File: src/hdl/decode_consts.svh
`ifndef DECODE_CONSTS_SVH
`define DECODE_CONSTS_SVH

// Datapath widths
`define XLEN      32
`define PC_W      16
`define REG_AW    5
`define ALU_SEL_W 4

// One forwarding unit per source register
`define N_SRC     2

// Major opcodes of the supported RV32I subset
`define OP_RTYPE  7'b0110011
`define OP_ITYPE  7'b0010011
`define OP_LOAD   7'b0000011
`define OP_STORE  7'b0100011
`define OP_BRANCH 7'b1100011
`define OP_JAL    7'b1101111
`define OP_JALR   7'b1100111
`define OP_LUI    7'b0110111

`endif

File: src/hdl/isa_pkg.sv
`include "decode_consts.svh"

package isa_pkg;

  // Instruction word and register data
  typedef logic [`XLEN-1:0] instr_t;
  typedef logic [`XLEN-1:0] word_t;

  // Instruction fields
  typedef logic [6:0] opcode_t;
  typedef logic [2:0] funct3_t;

  // Register file index, x0..x31
  typedef logic [`REG_AW-1:0] reg_addr_t;

endpackage

File: src/hdl/pipe_pkg.sv
`include "decode_consts.svh"

package pipe_pkg;

  // Fetch address, narrower than the data word
  typedef logic [`PC_W-1:0] pc_t;

  // ALU operation select
  // {funct7[5], funct3}, zero outside the ALU classes
  typedef logic [`ALU_SEL_W-1:0] alu_sel_t;

endpackage

File: src/hdl/decode_ifs.sv
`timescale 1ns/10ps

// Later-stage state seen by the forwarding units
interface fwd_src_if import isa_pkg::*; ();
  reg_addr_t idex_rd;
  logic      idex_reg_write;
  logic      idex_mem_read;
  word_t     ex_alures;

  reg_addr_t exmem_rd;
  logic      exmem_reg_write;
  logic      exmem_mem_read;
  word_t     exmem_alures;

  reg_addr_t memwb_rd;
  logic      memwb_reg_write;
  word_t     wb_res;

  modport src (
    output idex_rd, idex_reg_write, idex_mem_read, ex_alures,
    output exmem_rd, exmem_reg_write, exmem_mem_read, exmem_alures,
    output memwb_rd, memwb_reg_write, wb_res
  );

  modport sink (
    input idex_rd, idex_reg_write, idex_mem_read, ex_alures,
    input exmem_rd, exmem_reg_write, exmem_mem_read, exmem_alures,
    input memwb_rd, memwb_reg_write, wb_res
  );
endinterface

// One source operand, from address to forwarded value
interface operand_if import isa_pkg::*; ();
  reg_addr_t addr;
  word_t     raw;
  word_t     value;
  logic      wait_ex;
  logic      wait_mem;

  modport dec (output addr);
  modport fwd (input addr, raw, output value, wait_ex, wait_mem);
  modport user (input value, wait_ex, wait_mem);
endinterface

File: src/hdl/instr_decode.sv
`timescale 1ns/10ps
`include "decode_consts.svh"

module instr_decode import isa_pkg::*, pipe_pkg::*; (
  input  instr_t    ins,
  input  logic      flush,
  operand_if.dec    ops [`N_SRC],
  output reg_addr_t rd,
  output funct3_t   funct3,
  output word_t     imm,
  output alu_sel_t  alu_sel,
  output logic      alu_src,
  output logic      mem_read,
  output logic      mem_write,
  output logic      reg_write,
  output logic      branch,
  output logic      jal,
  output logic      jalr,
  output logic      lui,
  output logic      use_rs1,
  output logic      use_rs2
);

  opcode_t opcode;
  logic    shift_right;

  assign opcode      = ins[6:0];
  assign funct3      = ins[14:12];
  assign ops[0].addr = ins[19:15];
  assign ops[1].addr = ins[24:20];
  // srli/srai share funct3, bit 30 picks arithmetic
  assign shift_right = (funct3 == 3'b101);

  // Store, branch and bubbles never write a register
  assign rd = reg_write ? ins[11:7] : '0;

  ////////////////////
  // Immediate generation
  always_comb begin
    case (opcode)
      `OP_ITYPE, `OP_LOAD, `OP_JALR:
        imm = {{20{ins[31]}}, ins[31:20]};
      `OP_STORE:
        imm = {{20{ins[31]}}, ins[31:25], ins[11:7]};
      `OP_BRANCH:
        imm = {{19{ins[31]}}, ins[31], ins[7], ins[30:25], ins[11:8], 1'b0};
      `OP_JAL:
        imm = {{11{ins[31]}}, ins[31], ins[19:12], ins[20], ins[30:21], 1'b0};
      `OP_LUI:
        imm = {ins[31:12], 12'h000};
      default:
        imm = '0;
    endcase
  end

  ////////////////////
  // Control decode
  always_comb begin
    alu_sel   = '0;
    alu_src   = 1'b0;
    mem_read  = 1'b0;
    mem_write = 1'b0;
    reg_write = 1'b0;
    branch    = 1'b0;
    jal       = 1'b0;
    jalr      = 1'b0;
    lui       = 1'b0;
    use_rs1   = 1'b0;
    use_rs2   = 1'b0;
    // Flushed slot decodes as a bubble
    if (!flush) begin
      case (opcode)
        `OP_RTYPE: begin
          alu_sel   = {ins[30], funct3};
          reg_write = 1'b1;
          use_rs1   = 1'b1;
          use_rs2   = 1'b1;
        end
        `OP_ITYPE: begin
          alu_sel   = {ins[30] & shift_right, funct3};
          alu_src   = 1'b1;
          reg_write = 1'b1;
          use_rs1   = 1'b1;
        end
        `OP_LOAD: begin
          alu_src   = 1'b1;
          mem_read  = 1'b1;
          reg_write = 1'b1;
          use_rs1   = 1'b1;
        end
        `OP_STORE: begin
          alu_src   = 1'b1;
          mem_write = 1'b1;
          use_rs1   = 1'b1;
          use_rs2   = 1'b1;
        end
        `OP_BRANCH: begin
          branch  = 1'b1;
          use_rs1 = 1'b1;
          use_rs2 = 1'b1;
        end
        `OP_JAL: begin
          jal       = 1'b1;
          reg_write = 1'b1;
        end
        `OP_JALR: begin
          jalr      = 1'b1;
          alu_src   = 1'b1;
          reg_write = 1'b1;
          use_rs1   = 1'b1;
        end
        `OP_LUI: begin
          lui       = 1'b1;
          alu_src   = 1'b1;
          reg_write = 1'b1;
        end
        default: begin
        end
      endcase
    end
  end

endmodule

File: src/hdl/operand_fwd.sv
`timescale 1ns/10ps

module operand_fwd (
  fwd_src_if.sink src,
  operand_if.fwd  op
);

  logic hit_ex;
  logic hit_mem;
  logic hit_wb;

  // A stage matches only when it writes a nonzero rd
  assign hit_ex  = src.idex_reg_write && (src.idex_rd != 5'd0) &&
                   (src.idex_rd == op.addr);
  assign hit_mem = src.exmem_reg_write && (src.exmem_rd != 5'd0) &&
                   (src.exmem_rd == op.addr);
  assign hit_wb  = src.memwb_reg_write && (src.memwb_rd != 5'd0) &&
                   (src.memwb_rd == op.addr);

  // Youngest producer wins
  always_comb begin
    if (hit_ex)
      op.value = src.ex_alures;
    else if (hit_mem)
      op.value = src.exmem_alures;
    else if (hit_wb)
      op.value = src.wb_res;
    else
      op.value = op.raw;
  end

  // Load data not yet available
  assign op.wait_ex  = hit_ex && src.idex_mem_read;
  assign op.wait_mem = hit_mem && src.exmem_mem_read && !hit_ex;

endmodule

File: src/hdl/hazard_branch.sv
`timescale 1ns/10ps
`include "decode_consts.svh"

module hazard_branch import isa_pkg::*, pipe_pkg::*; (
  operand_if.user ops [`N_SRC],
  input  logic    use_rs1,
  input  logic    use_rs2,
  input  logic    branch,
  input  logic    jal,
  input  logic    jalr,
  input  funct3_t funct3,
  input  word_t   imm,
  input  pc_t     pc,
  output logic    hz,
  output logic    branch_taken,
  output pc_t     branoff
);

  word_t rs1_val;
  word_t rs2_val;
  word_t jalr_sum;
  logic  stall_ex;
  logic  stall_mem;
  logic  cond;

  assign rs1_val = ops[0].value;
  assign rs2_val = ops[1].value;

  ////////////////////
  // Stall decision
  assign stall_ex  = (use_rs1 && ops[0].wait_ex) || (use_rs2 && ops[1].wait_ex);
  // Compare in decode cannot wait one more stage for load data
  assign stall_mem = ((use_rs1 && ops[0].wait_mem) || (use_rs2 && ops[1].wait_mem)) &&
                     (branch || jalr);
  assign hz = stall_ex || stall_mem;

  ////////////////////
  // Branch condition
  always_comb begin
    case (funct3)
      3'b000:  cond = (rs1_val == rs2_val);
      3'b001:  cond = (rs1_val != rs2_val);
      3'b100:  cond = ($signed(rs1_val) < $signed(rs2_val));
      3'b101:  cond = ($signed(rs1_val) >= $signed(rs2_val));
      3'b110:  cond = (rs1_val < rs2_val);
      3'b111:  cond = (rs1_val >= rs2_val);
      default: cond = 1'b0;
    endcase
  end

  assign branch_taken = !hz && (jal || jalr || (branch && cond));

  ////////////////////
  // Target address
  assign jalr_sum = rs1_val + imm;

  always_comb begin
    if (jalr)
      branoff = {jalr_sum[`PC_W-1:1], 1'b0};
    else
      branoff = pc + imm[`PC_W-1:0];
  end

endmodule

File: src/hdl/id_ex_reg.sv
`timescale 1ns/10ps

module id_ex_reg import isa_pkg::*, pipe_pkg::*; (
  input  logic      bus,
  input  logic      rst_n,
  input  logic      mem_hold,
  input  logic      hz,
  input  logic      branch_taken,
  input  alu_sel_t  alu_sel,
  input  logic      alu_src,
  input  logic      mem_read,
  input  logic      mem_write,
  input  logic      reg_write,
  input  logic      jal,
  input  logic      jalr,
  input  logic      lui,
  input  funct3_t   funct3,
  input  reg_addr_t rs1,
  input  reg_addr_t rs2,
  input  reg_addr_t rd,
  input  word_t     dout_rs1,
  input  word_t     dout_rs2,
  input  word_t     imm,
  input  pc_t       pc,
  output alu_sel_t  id_ex_alu_sel,
  output logic      id_ex_alu_src,
  output logic      id_ex_mem_read,
  output logic      id_ex_mem_write,
  output logic      id_ex_reg_write,
  output logic      id_ex_jal,
  output logic      id_ex_jalr,
  output logic      id_ex_lui,
  output funct3_t   id_ex_funct3,
  output reg_addr_t id_ex_rs1,
  output reg_addr_t id_ex_rs2,
  output reg_addr_t id_ex_rd,
  output word_t     id_ex_dout_rs1,
  output word_t     id_ex_dout_rs2,
  output word_t     id_ex_imm,
  output pc_t       id_ex_pc,
  output logic      flush
);

  ////////////////////
  // Controls and register addresses
  always_ff @(posedge bus) begin
    if (!rst_n) begin
      id_ex_alu_sel   <= '0;
      id_ex_alu_src   <= 1'b0;
      id_ex_mem_read  <= 1'b0;
      id_ex_mem_write <= 1'b0;
      id_ex_reg_write <= 1'b0;
      id_ex_jal       <= 1'b0;
      id_ex_jalr      <= 1'b0;
      id_ex_lui       <= 1'b0;
      id_ex_funct3    <= '0;
      id_ex_rs1       <= '0;
      id_ex_rs2       <= '0;
      id_ex_rd        <= '0;
      flush           <= 1'b0;
    end else if (!mem_hold) begin
      // branch_taken is already low during a stall
      flush <= branch_taken;
      if (hz) begin
        id_ex_alu_sel   <= '0;
        id_ex_alu_src   <= 1'b0;
        id_ex_mem_read  <= 1'b0;
        id_ex_mem_write <= 1'b0;
        id_ex_reg_write <= 1'b0;
        id_ex_jal       <= 1'b0;
        id_ex_jalr      <= 1'b0;
        id_ex_lui       <= 1'b0;
        id_ex_funct3    <= '0;
        id_ex_rs1       <= '0;
        id_ex_rs2       <= '0;
        id_ex_rd        <= '0;
      end else begin
        id_ex_alu_sel   <= alu_sel;
        id_ex_alu_src   <= alu_src;
        id_ex_mem_read  <= mem_read;
        id_ex_mem_write <= mem_write;
        id_ex_reg_write <= reg_write;
        id_ex_jal       <= jal;
        id_ex_jalr      <= jalr;
        id_ex_lui       <= lui;
        id_ex_funct3    <= funct3;
        id_ex_rs1       <= rs1;
        id_ex_rs2       <= rs2;
        id_ex_rd        <= rd;
      end
    end
  end

  ////////////////////
  // Operand data, immediate and pc
  always_ff @(posedge bus) begin
    if (!mem_hold) begin
      // pc passes even through a bubble
      id_ex_pc <= pc;
      if (hz) begin
        id_ex_dout_rs1 <= '0;
        id_ex_dout_rs2 <= '0;
        id_ex_imm      <= '0;
      end else begin
        id_ex_dout_rs1 <= dout_rs1;
        id_ex_dout_rs2 <= dout_rs2;
        id_ex_imm      <= imm;
      end
    end
  end

endmodule

File: src/hdl/decode_stage.sv
`timescale 1ns/10ps
`include "decode_consts.svh"

module decode_stage import isa_pkg::*, pipe_pkg::*; (
  input  logic      bus,
  input  logic      rst_n,
  input  logic      mem_hold,
  input  instr_t    ins,
  input  pc_t       if_id_pc,
  input  word_t     dout_rs1,
  input  word_t     dout_rs2,
  input  word_t     ex_alures,
  input  reg_addr_t ex_mem_rd,
  input  logic      ex_mem_reg_write,
  input  logic      ex_mem_mem_read,
  input  word_t     ex_mem_alures,
  input  reg_addr_t mem_wb_rd,
  input  logic      mem_wb_reg_write,
  input  word_t     wb_res,
  output reg_addr_t if_id_rs1,
  output reg_addr_t if_id_rs2,
  output logic      hz,
  output logic      branch_taken,
  output pc_t       branoff,
  output alu_sel_t  id_ex_alu_sel,
  output logic      id_ex_alu_src,
  output logic      id_ex_mem_read,
  output logic      id_ex_mem_write,
  output logic      id_ex_reg_write,
  output logic      id_ex_jal,
  output logic      id_ex_jalr,
  output logic      id_ex_lui,
  output funct3_t   id_ex_funct3,
  output reg_addr_t id_ex_rs1,
  output reg_addr_t id_ex_rs2,
  output reg_addr_t id_ex_rd,
  output word_t     id_ex_dout_rs1,
  output word_t     id_ex_dout_rs2,
  output word_t     id_ex_imm,
  output pc_t       id_ex_pc
);

  // Decoded fields of the instruction in ID
  reg_addr_t rd;
  funct3_t   funct3;
  word_t     imm;
  alu_sel_t  alu_sel;
  logic      alu_src;
  logic      mem_read;
  logic      mem_write;
  logic      reg_write;
  logic      branch;
  logic      jal;
  logic      jalr;
  logic      lui;
  logic      use_rs1;
  logic      use_rs2;
  logic      flush;

  fwd_src_if fwd ();
  operand_if ops [`N_SRC] ();

  ////////////////////
  // Later-stage state for forwarding
  assign fwd.idex_rd         = id_ex_rd;
  assign fwd.idex_reg_write  = id_ex_reg_write;
  assign fwd.idex_mem_read   = id_ex_mem_read;
  assign fwd.ex_alures       = ex_alures;
  assign fwd.exmem_rd        = ex_mem_rd;
  assign fwd.exmem_reg_write = ex_mem_reg_write;
  assign fwd.exmem_mem_read  = ex_mem_mem_read;
  assign fwd.exmem_alures    = ex_mem_alures;
  assign fwd.memwb_rd        = mem_wb_rd;
  assign fwd.memwb_reg_write = mem_wb_reg_write;
  assign fwd.wb_res          = wb_res;

  // Register file read ports
  assign ops[0].raw = dout_rs1;
  assign ops[1].raw = dout_rs2;
  assign if_id_rs1  = ops[0].addr;
  assign if_id_rs2  = ops[1].addr;

  instr_decode u_instr_decode (
    .ins       (ins),
    .flush     (flush),
    .ops       (ops),
    .rd        (rd),
    .funct3    (funct3),
    .imm       (imm),
    .alu_sel   (alu_sel),
    .alu_src   (alu_src),
    .mem_read  (mem_read),
    .mem_write (mem_write),
    .reg_write (reg_write),
    .branch    (branch),
    .jal       (jal),
    .jalr      (jalr),
    .lui       (lui),
    .use_rs1   (use_rs1),
    .use_rs2   (use_rs2)
  );

  for (genvar i = 0; i < `N_SRC; i++) begin : g_fwd
    operand_fwd u_operand_fwd (
      .src (fwd),
      .op  (ops[i])
    );
  end

  hazard_branch u_hazard_branch (
    .ops          (ops),
    .use_rs1      (use_rs1),
    .use_rs2      (use_rs2),
    .branch       (branch),
    .jal          (jal),
    .jalr         (jalr),
    .funct3       (funct3),
    .imm          (imm),
    .pc           (if_id_pc),
    .hz           (hz),
    .branch_taken (branch_taken),
    .branoff      (branoff)
  );

  id_ex_reg u_id_ex_reg (
    .bus             (bus),
    .rst_n           (rst_n),
    .mem_hold        (mem_hold),
    .hz              (hz),
    .branch_taken    (branch_taken),
    .alu_sel         (alu_sel),
    .alu_src         (alu_src),
    .mem_read        (mem_read),
    .mem_write       (mem_write),
    .reg_write       (reg_write),
    .jal             (jal),
    .jalr            (jalr),
    .lui             (lui),
    .funct3          (funct3),
    .rs1             (if_id_rs1),
    .rs2             (if_id_rs2),
    .rd              (rd),
    .dout_rs1        (dout_rs1),
    .dout_rs2        (dout_rs2),
    .imm             (imm),
    .pc              (if_id_pc),
    .id_ex_alu_sel   (id_ex_alu_sel),
    .id_ex_alu_src   (id_ex_alu_src),
    .id_ex_mem_read  (id_ex_mem_read),
    .id_ex_mem_write (id_ex_mem_write),
    .id_ex_reg_write (id_ex_reg_write),
    .id_ex_jal       (id_ex_jal),
    .id_ex_jalr      (id_ex_jalr),
    .id_ex_lui       (id_ex_lui),
    .id_ex_funct3    (id_ex_funct3),
    .id_ex_rs1       (id_ex_rs1),
    .id_ex_rs2       (id_ex_rs2),
    .id_ex_rd        (id_ex_rd),
    .id_ex_dout_rs1  (id_ex_dout_rs1),
    .id_ex_dout_rs2  (id_ex_dout_rs2),
    .id_ex_imm       (id_ex_imm),
    .id_ex_pc        (id_ex_pc),
    .flush           (flush)
  );

endmodule

File: config.mk
export PLATFORM = sky130hd
export DESIGN_NAME = decode_stage
export DESIGN_NICKNAME = d
export VERILOG_FILES = /design/src/hdl/isa_pkg.sv /design/src/hdl/pipe_pkg.sv /design/src/hdl/decode_ifs.sv /design/src/hdl/instr_decode.sv /design/src/hdl/operand_fwd.sv /design/src/hdl/hazard_branch.sv /design/src/hdl/id_ex_reg.sv /design/src/hdl/decode_stage.sv
export VERILOG_INCLUDE_DIRS = /design/src /design/src/hdl
export SDC_FILE = /design/constraint.sdc
export NUM_CORES = 1
export LEC_CHECK = 0
export BUFFER_PORTS_ARGS = -buffer_cell sky130_fd_sc_hd__buf_2
export CORE_AREA = 2 2 155 157
export CTS_CLUSTER_SIZE = 8
export DETAILED_ROUTE_END_ITERATION = 8
export DIE_AREA = 0 0 157 159
export PLACE_DENSITY_LB_ADDON = 0.12
export SYNTH_ARGS = -nofsm -noshare
export SYNTH_HDL_FRONTEND = slang
export SYNTH_SLANG_ARGS = --single-unit
File: constraint.sdc
create_clock -name bus -period 5.9 [get_ports bus]
set_clock_uncertainty 0.05 [all_clocks]
set_input_delay 0.59 -clock bus [delete_from_list [all_inputs] [get_ports bus]]
set_output_delay 0.59 -clock bus [all_outputs]
set_load 0.02 [all_outputs]
Yosys cells after proc, flatten, opt, wreduce, memory -nomap -nowiden. Index checks and enable logic that the tools add are counted.

$add $sub $neg: 2. Magnitude comparators: 4. Eq/ne operators: 21. Muxes and demuxes: 44. Bitwise gates (word level): 1. Reduce and logical (&&, ||, !) cells: 40.

Operator list (count): 32-bit two-way mux (6); 32-bit case mux with 5 select lines (1); 32-bit greater-or-equal comparator (2); 32-bit < comparator (2); 16-bit adder (2); 32-bit == test (1); 32-bit inequality test (1); 5-bit == test (6); 1-bit two-way mux (27); 1-bit logical AND (22); 7-bit by 6-bit == test with 1-bit output (second input constant) (3); 7-bit == test (second input constant) (3); 5-bit two-way mux (4); 16-bit two-way mux (1); 5-bit nonzero test (3); 3-bit == test (second input constant) (4); 6-bit OR reduction (2); 4-bit two-way mux (2); 4-bit case mux with 2 select lines (1); 7-bit by 2-bit == test with 1-bit output (second input constant) (1); 7-bit by 5-bit == test with 1-bit output (second input constant) (1); 1-bit logical OR (6); 1-bit case mux with 6 select lines (1); 3-bit OR reduction (2); other kinds (6) (8).

Bits in registers: 142. Input port bits: 224. Output and inout port bits: 169.

Depth between registers and ports, before layout.
Word-level depth: 11. Gate-level depth with buffers: 21. Mapped depth without buffers: 19.

Modules after synthesis. Synthesis repeated with hierarchy kept, for this count alone.

Cells, all modules: 1124. Area total of the unflattened synthesis: 11096.9 um^2.

Modules (own cells, without submodules): id_ex_reg (times used 1, cells each 303, area each 5093.6 um^2); operand_fwd (times used 2, cells each 182, area each 1368.8 um^2); hazard_branch (times used 1, cells each 339, area each 2432.3 um^2); instr_decode (times used 1, cells each 118, area each 833.3 um^2).

Worst setup path before layout. OpenSTA, ideal clock, no wires.

Kind: input to output. From: in ins[21]. To: out branch_taken. Arrival: 4494 ps. Setup slack: 766 ps. Stages: 19. Cells stage by stage: clkbuf_1 > xnor2_1 > nand3_1 > or4_1 > clkbuf_1 > buf_2 > mux2i_1 > a211oi_1 > a21oi_1 > ha_1 > a21o_1 > a21o_1 > a21oi_1 > o21ai_0 > a221oi_1 > or3_1 > o311ai_0 > a2111oi_0 > o21a_1.

Cells in the longest elaborated chain, start to end: 10. Elaborated cells on any way between the ends: 30. Those cells by class: 4 x order compare; 5 x eq/ne; 4 x mux; 17 x reduce/logical.

Ends and longest elaborated chain: start: declaration (RTL line decode_stage.sv:8) `input instr_t ins,`; 5-bit == test (on tied branches) (RTL line operand_fwd.sv:18, operand_fwd.sv:14, operand_fwd.sv:16); 1-bit logical AND (on tied branches) (RTL line operand_fwd.sv:17, operand_fwd.sv:13, operand_fwd.sv:15); 32-bit two-way mux (tied with other cells) (RTL line operand_fwd.sv:26) `else if (hit_wb)`; 32-bit two-way mux / 1-bit logical AND (equally long branches) (RTL line operand_fwd.sv:24, operand_fwd.sv:34); 32-bit two-way mux / 1-bit logical AND (equally long branches) (RTL line operand_fwd.sv:22, hazard_branch.sv:33); 32-bit greater-or-equal comparator (tied with other cells) (RTL line hazard_branch.sv:46) `3'b111: cond = (rs1_val >= rs2_val);`; 1-bit case mux with 6 select lines / 1-bit logical AND (equally long branches) (RTL line hazard_branch.sv:40, hazard_branch.sv:33); 1-bit logical AND / 1-bit logical OR (equally long branches) (RTL line hazard_branch.sv:51, hazard_branch.sv:35); 1-bit logical OR / 1-bit logical NOT (equally long branches) (RTL line hazard_branch.sv:51) `assign branch_taken = !hz && (jal || jalr || (branch && cond));`; 1-bit logical AND * (RTL line hazard_branch.sv:51); end: declaration (RTL line decode_stage.sv:23) `output logic branch_taken,`.

Every way passes the cells marked *; elsewhere a longest branch is shown, timed or not.

Worst setup path in the final report.
From: in mem_wb_rd[0]. To: out branch_taken.

Cells in the longest elaborated chain, start to end: 11. Elaborated cells on any way between the ends: 22. Those cells by class: 4 x order compare; 4 x eq/ne; 7 x mux; 7 x reduce/logical.

Ends and longest elaborated chain: start: declaration (RTL line decode_stage.sv:17) `input reg_addr_t mem_wb_rd,`; 5-bit nonzero test (RTL line operand_fwd.sv:17) `assign hit_wb = src.memwb_reg_write && (src.memwb_rd != 5'd0) &&`; 1-bit logical AND (2 in a row) (RTL line operand_fwd.sv:17); 32-bit two-way mux (RTL line operand_fwd.sv:26); 32-bit two-way mux (RTL line operand_fwd.sv:24) `else if (hit_mem)`; 32-bit two-way mux (RTL line operand_fwd.sv:22) `if (hit_ex)`; 32-bit greater-or-equal comparator (tied with other cells) (RTL line hazard_branch.sv:46); 1-bit case mux with 6 select lines * (RTL line hazard_branch.sv:40) `case (funct3)`; 1-bit logical AND * (RTL line hazard_branch.sv:51); 1-bit logical OR * (RTL line hazard_branch.sv:51); 1-bit logical AND * (RTL line hazard_branch.sv:51).

Marked as above.

==> results_dict.tcl <==
set metrics [dict create \
    synth.avg_cell_area_um2 9.07 \
    ys.flop_type "edfxtp_1" \
    wire_per_inst_um 19.0 \
    drtIter0Drc 613 \
    die_x_um 157 \
    r2r_cells 20 \
    crit_type "input port to primary output" \
    leakagePower_nw 6.16 \
    powerDensity_nw_per_um2 217 \
    sw_frac_of_total 0.308 \
    power_switching_mw 0.889 \
    antenna_left 0 \
    synth.distinct_cells 69 \
    met2_usage 0.450 \
    slew_viol_final 0 \
    vias 9904 \
    cap_violations 0 \
    layout_setup_ws_ns 0.308 \
    holdWs_ns 0.297 \
    fillers 2147 \
    syn-num-nets 1427 \
    placement.io_buffers 392 \
    grt_pass1_vias 9570 \
    worstMarginPinSlew_ns 1.00 \
    comb_power_share 0.217 \
    power_mw 2.89 \
    min_period_ns 5.59 \
    finalSetupTns_ns 0 \
    worstPathRequired_ns 5.26 \
    cp_common_cell "o21ai_0" \
    crit_path_start_kind "input port" \
    fin_cells 1838 \
    synth_common_cells "nand2_1, edfxtp_1, o21ai_0, and2_1, a21oi_1" \
    htree_levels 4 \
    yosys.area.top_type_share 0.325 \
    synth_edf_count 112 \
    seq_power_share 0.402 \
    placementRows 56 \
    hold_buffers 0 \
    worstSetupEndpointType "primary output" \
    cts-root-buf "clkbuf_16" \
    route.detailed.drc 0 \
    via_per_inst 5.39 \
    fin_crit_sh 0.948 \
    dieArea_um2 25000 \
    regToRegSetupSlack_ns 1.66 \
    top_usage_layer "met2" \
    initial_core_util 0.446 \
    tritoncts "done" \
    numCtsBuffers 17 \
    area_delta_synth_final_pct 28.8 \
    rsz0062_at_grt "yes" \
    use_met1 0.355 \
    crit_family "compound AO/OA/AOI/OAI gates" \
    slowest_stage "or4_1" \
    cts_max_path_buffers 2 \
    totalWireLength_um 34900 \
    antenna_found_initial 7 \
    slew_headroom 0.329 \
    clock_power_share 0.381 \
    path_buf_inv 4 \
    pre_cts_slack_ns -0.0606 \
    ir_worst_vdd_mv 0.175 \
    grt_max_degree 76 \
    cts_sinks 142 \
    synthArstFlopShare 0 \
    reg2reg_from "u_id_ex_reg.id_ex_rd[1]" \
    die_h_um 159 \
    gp_congestion 0.901 \
    min_from "if_id_pc[7]" \
    grt_pass1_wl_um 52900 \
    synthTopCellsByArea "edfxtp_1, ha_1, mux2i_1" \
    placedCellCount 1790 \
    layout.nets 1787 \
    synth_seq_cells 142 \
    min_path_type "input port to flip-flop" \
    yosysMostFrequentCell "nand2_1" \
    dpl.hpwl_um 26400 \
    min_to "u_id_ex_reg.id_ex_pc[7]" \
    ys_seq_area_frac 0.383 \
    netlist_area_um2 10300 \
    gr-usage-met3 0.0555 \
    crit_chain "buf_2 > or4_1 > o211ai_4 > nor2_4 > buf_4 > mux2i_1 > nand2_1 > o21ai_0 > o21ai_0 > ha_1 > a21o_1 > a21o_1 > a21oi_1 > o21ai_0 > nand2b_1 > o221ai_2 > nand2_1 > mux2i_1 > a2111oi_2 > buf_4 > o21a_1 > buf_2" \
    insertion_delay_ns 0.44 \
    drive_gt1_frac 0.323 \
    worst_path_largest_cell_delay_ns 0.60 \
    ys_warn_count 0 \
    regToRegEndpoint "u_id_ex_reg.flush" \
    multi_input_area_um2 6030 \
    dr.pass1.iters 5 \
    setup_viol 0 \
    overflow 0 \
    internal_power_mw 2.00 \
    io_pins 393 \
    critPathArrivalTime_ns 4.95 \
    finalHoldViolations 0 \
    worst-path-max-fanout 5 \
    path_clk_slew_ns 0.07 \
    synthCells 1140 \
    seq_area_um2 3960 \
    grt.total_usage 0.274 \
    status "finished, final reports clean" \
    crit_cells 22 \
    timing.fmax_mhz 179 \
    synth.largest_area_cell "edfxtp_1" \
    whs_path_depth 1 \
    coreArea_um2 23200 \
]
[worst max-delay path by stage]
| stage | start | to | slack [ns] |
|---|---|---|---|
| 2_1_floorplan | ins[21] | branch_taken | 0.77 |
| 3_3_place_gp | ins[17] | branch_taken | -0.03 |
| 3_5_place_dp | ins[17] | branch_taken | -0.06 |
| 4_1_cts | mem_wb_rd[0] | branoff[15] | 0.001 |
| 5_1_grt | mem_wb_rd[0] | branoff[12] | -0.03 |
| 6_report | mem_wb_rd[0] | branch_taken | 0.31 |
[area by class of cell]
type	instances	share of cell area
Tap cell	319	0.0300
Clock inverter	13	0.00845
Antenna cell	6	0.00113
Inverter	21	0.00611
Timing Repair Buffer	423	0.169
Clock buffer	19	0.0357
Multi-Input combinational cell	895	0.453
Sequential cell	142	0.298
[power groups by stage]
stage | registers, mW | logic (mW) | clock network, mW
2_1_floorplan | 1.27 | 0.286 | 0
6_report | 1.16 | 0.626 | 1.10
3_3_place_gp | 1.18 | 0.611 | 0
5_1_grt | 1.17 | 0.686 | 1.16
3_5_place_dp | 1.18 | 0.616 | 0
4_1_cts | 1.16 | 0.621 | 1.12
[layer usage]
layer / vias to the layer above / wire, um
met1: 4541 / 14800
met4: 2 / 1110
met5: - / 7
li1: 4885 / -
met2: 394 / 16700
met3: 82 / 2260
[cells by family after synthesis]
logic type	count (synthesis)	share of synthesized area
mux	66	0.0640
xor+xnor	48	0.0407
fa+ha+maj	63	0.0777
flops	142	0.383
buf+inv	105	0.0424
compound gates	319	0.196
simple gates	397	0.195
[metrics by stage]
| stage | area [um2] | util |
|---|---|---|
| CTS | 13200 | 0.570 |
| global placement | 12600 | 0.544 |
| floorplan | 10300 | - |
| global route | 13300 | 0.574 |
| finish | 13300 | 0.574 |
| detailed placement | 12600 | 0.544 |
[repair_timing]
action,CTS,global route
cloned,1,1
setup buffers,2,6
resized for setup,1,6
pin swaps,1,5
setup endpoints to repair,1,7
[registers in the layout, indices dropped and copies added (netlist names), 4 cells and up]
register	cells
u_id_ex_reg.id_ex_alu_sel	4
u_id_ex_reg.id_ex_rs1	5
u_id_ex_reg.id_ex_dout_rs2	32
u_id_ex_reg.id_ex_rs2	5
u_id_ex_reg.id_ex_rd	5
u_id_ex_reg.id_ex_imm	32
u_id_ex_reg.id_ex_dout_rs1	32
u_id_ex_reg.id_ex_pc	16
[cells in the final DEF, fill, tap and decap left out, types with 32 or more instances in the layout]
master / Yosys / final
buf_2: 5 / 392
mux2i_1: 65 / 65
nor2_1: 59 / 58
edfxtp_1: 112 / 112
nand2_1: 131 / 131
o21ai_0: 97 / 96
a21oi_1: 82 / 82
and2_1: 84 / 84
ha_1: 61 / 61
xnor2_1: 32 / 32
a211oi_1: 36 / 36
[worst register-to-register path: cells and delay by family (launching register included)]
| kind | cells | cell delay (ns) |
|---|---|---|
| AO/OA/AOI/OAI | 10 | 1.76 |
| adder cells (fa/ha/maj) | 1 | 0.30 |
| buffers and inverters | 4 | 0.71 |
| AND/OR/NAND/NOR | 5 | 1.00 |
| flip-flops | 1 | 0.36 |
No activity file was read; power rests on OpenSTA's default activity.
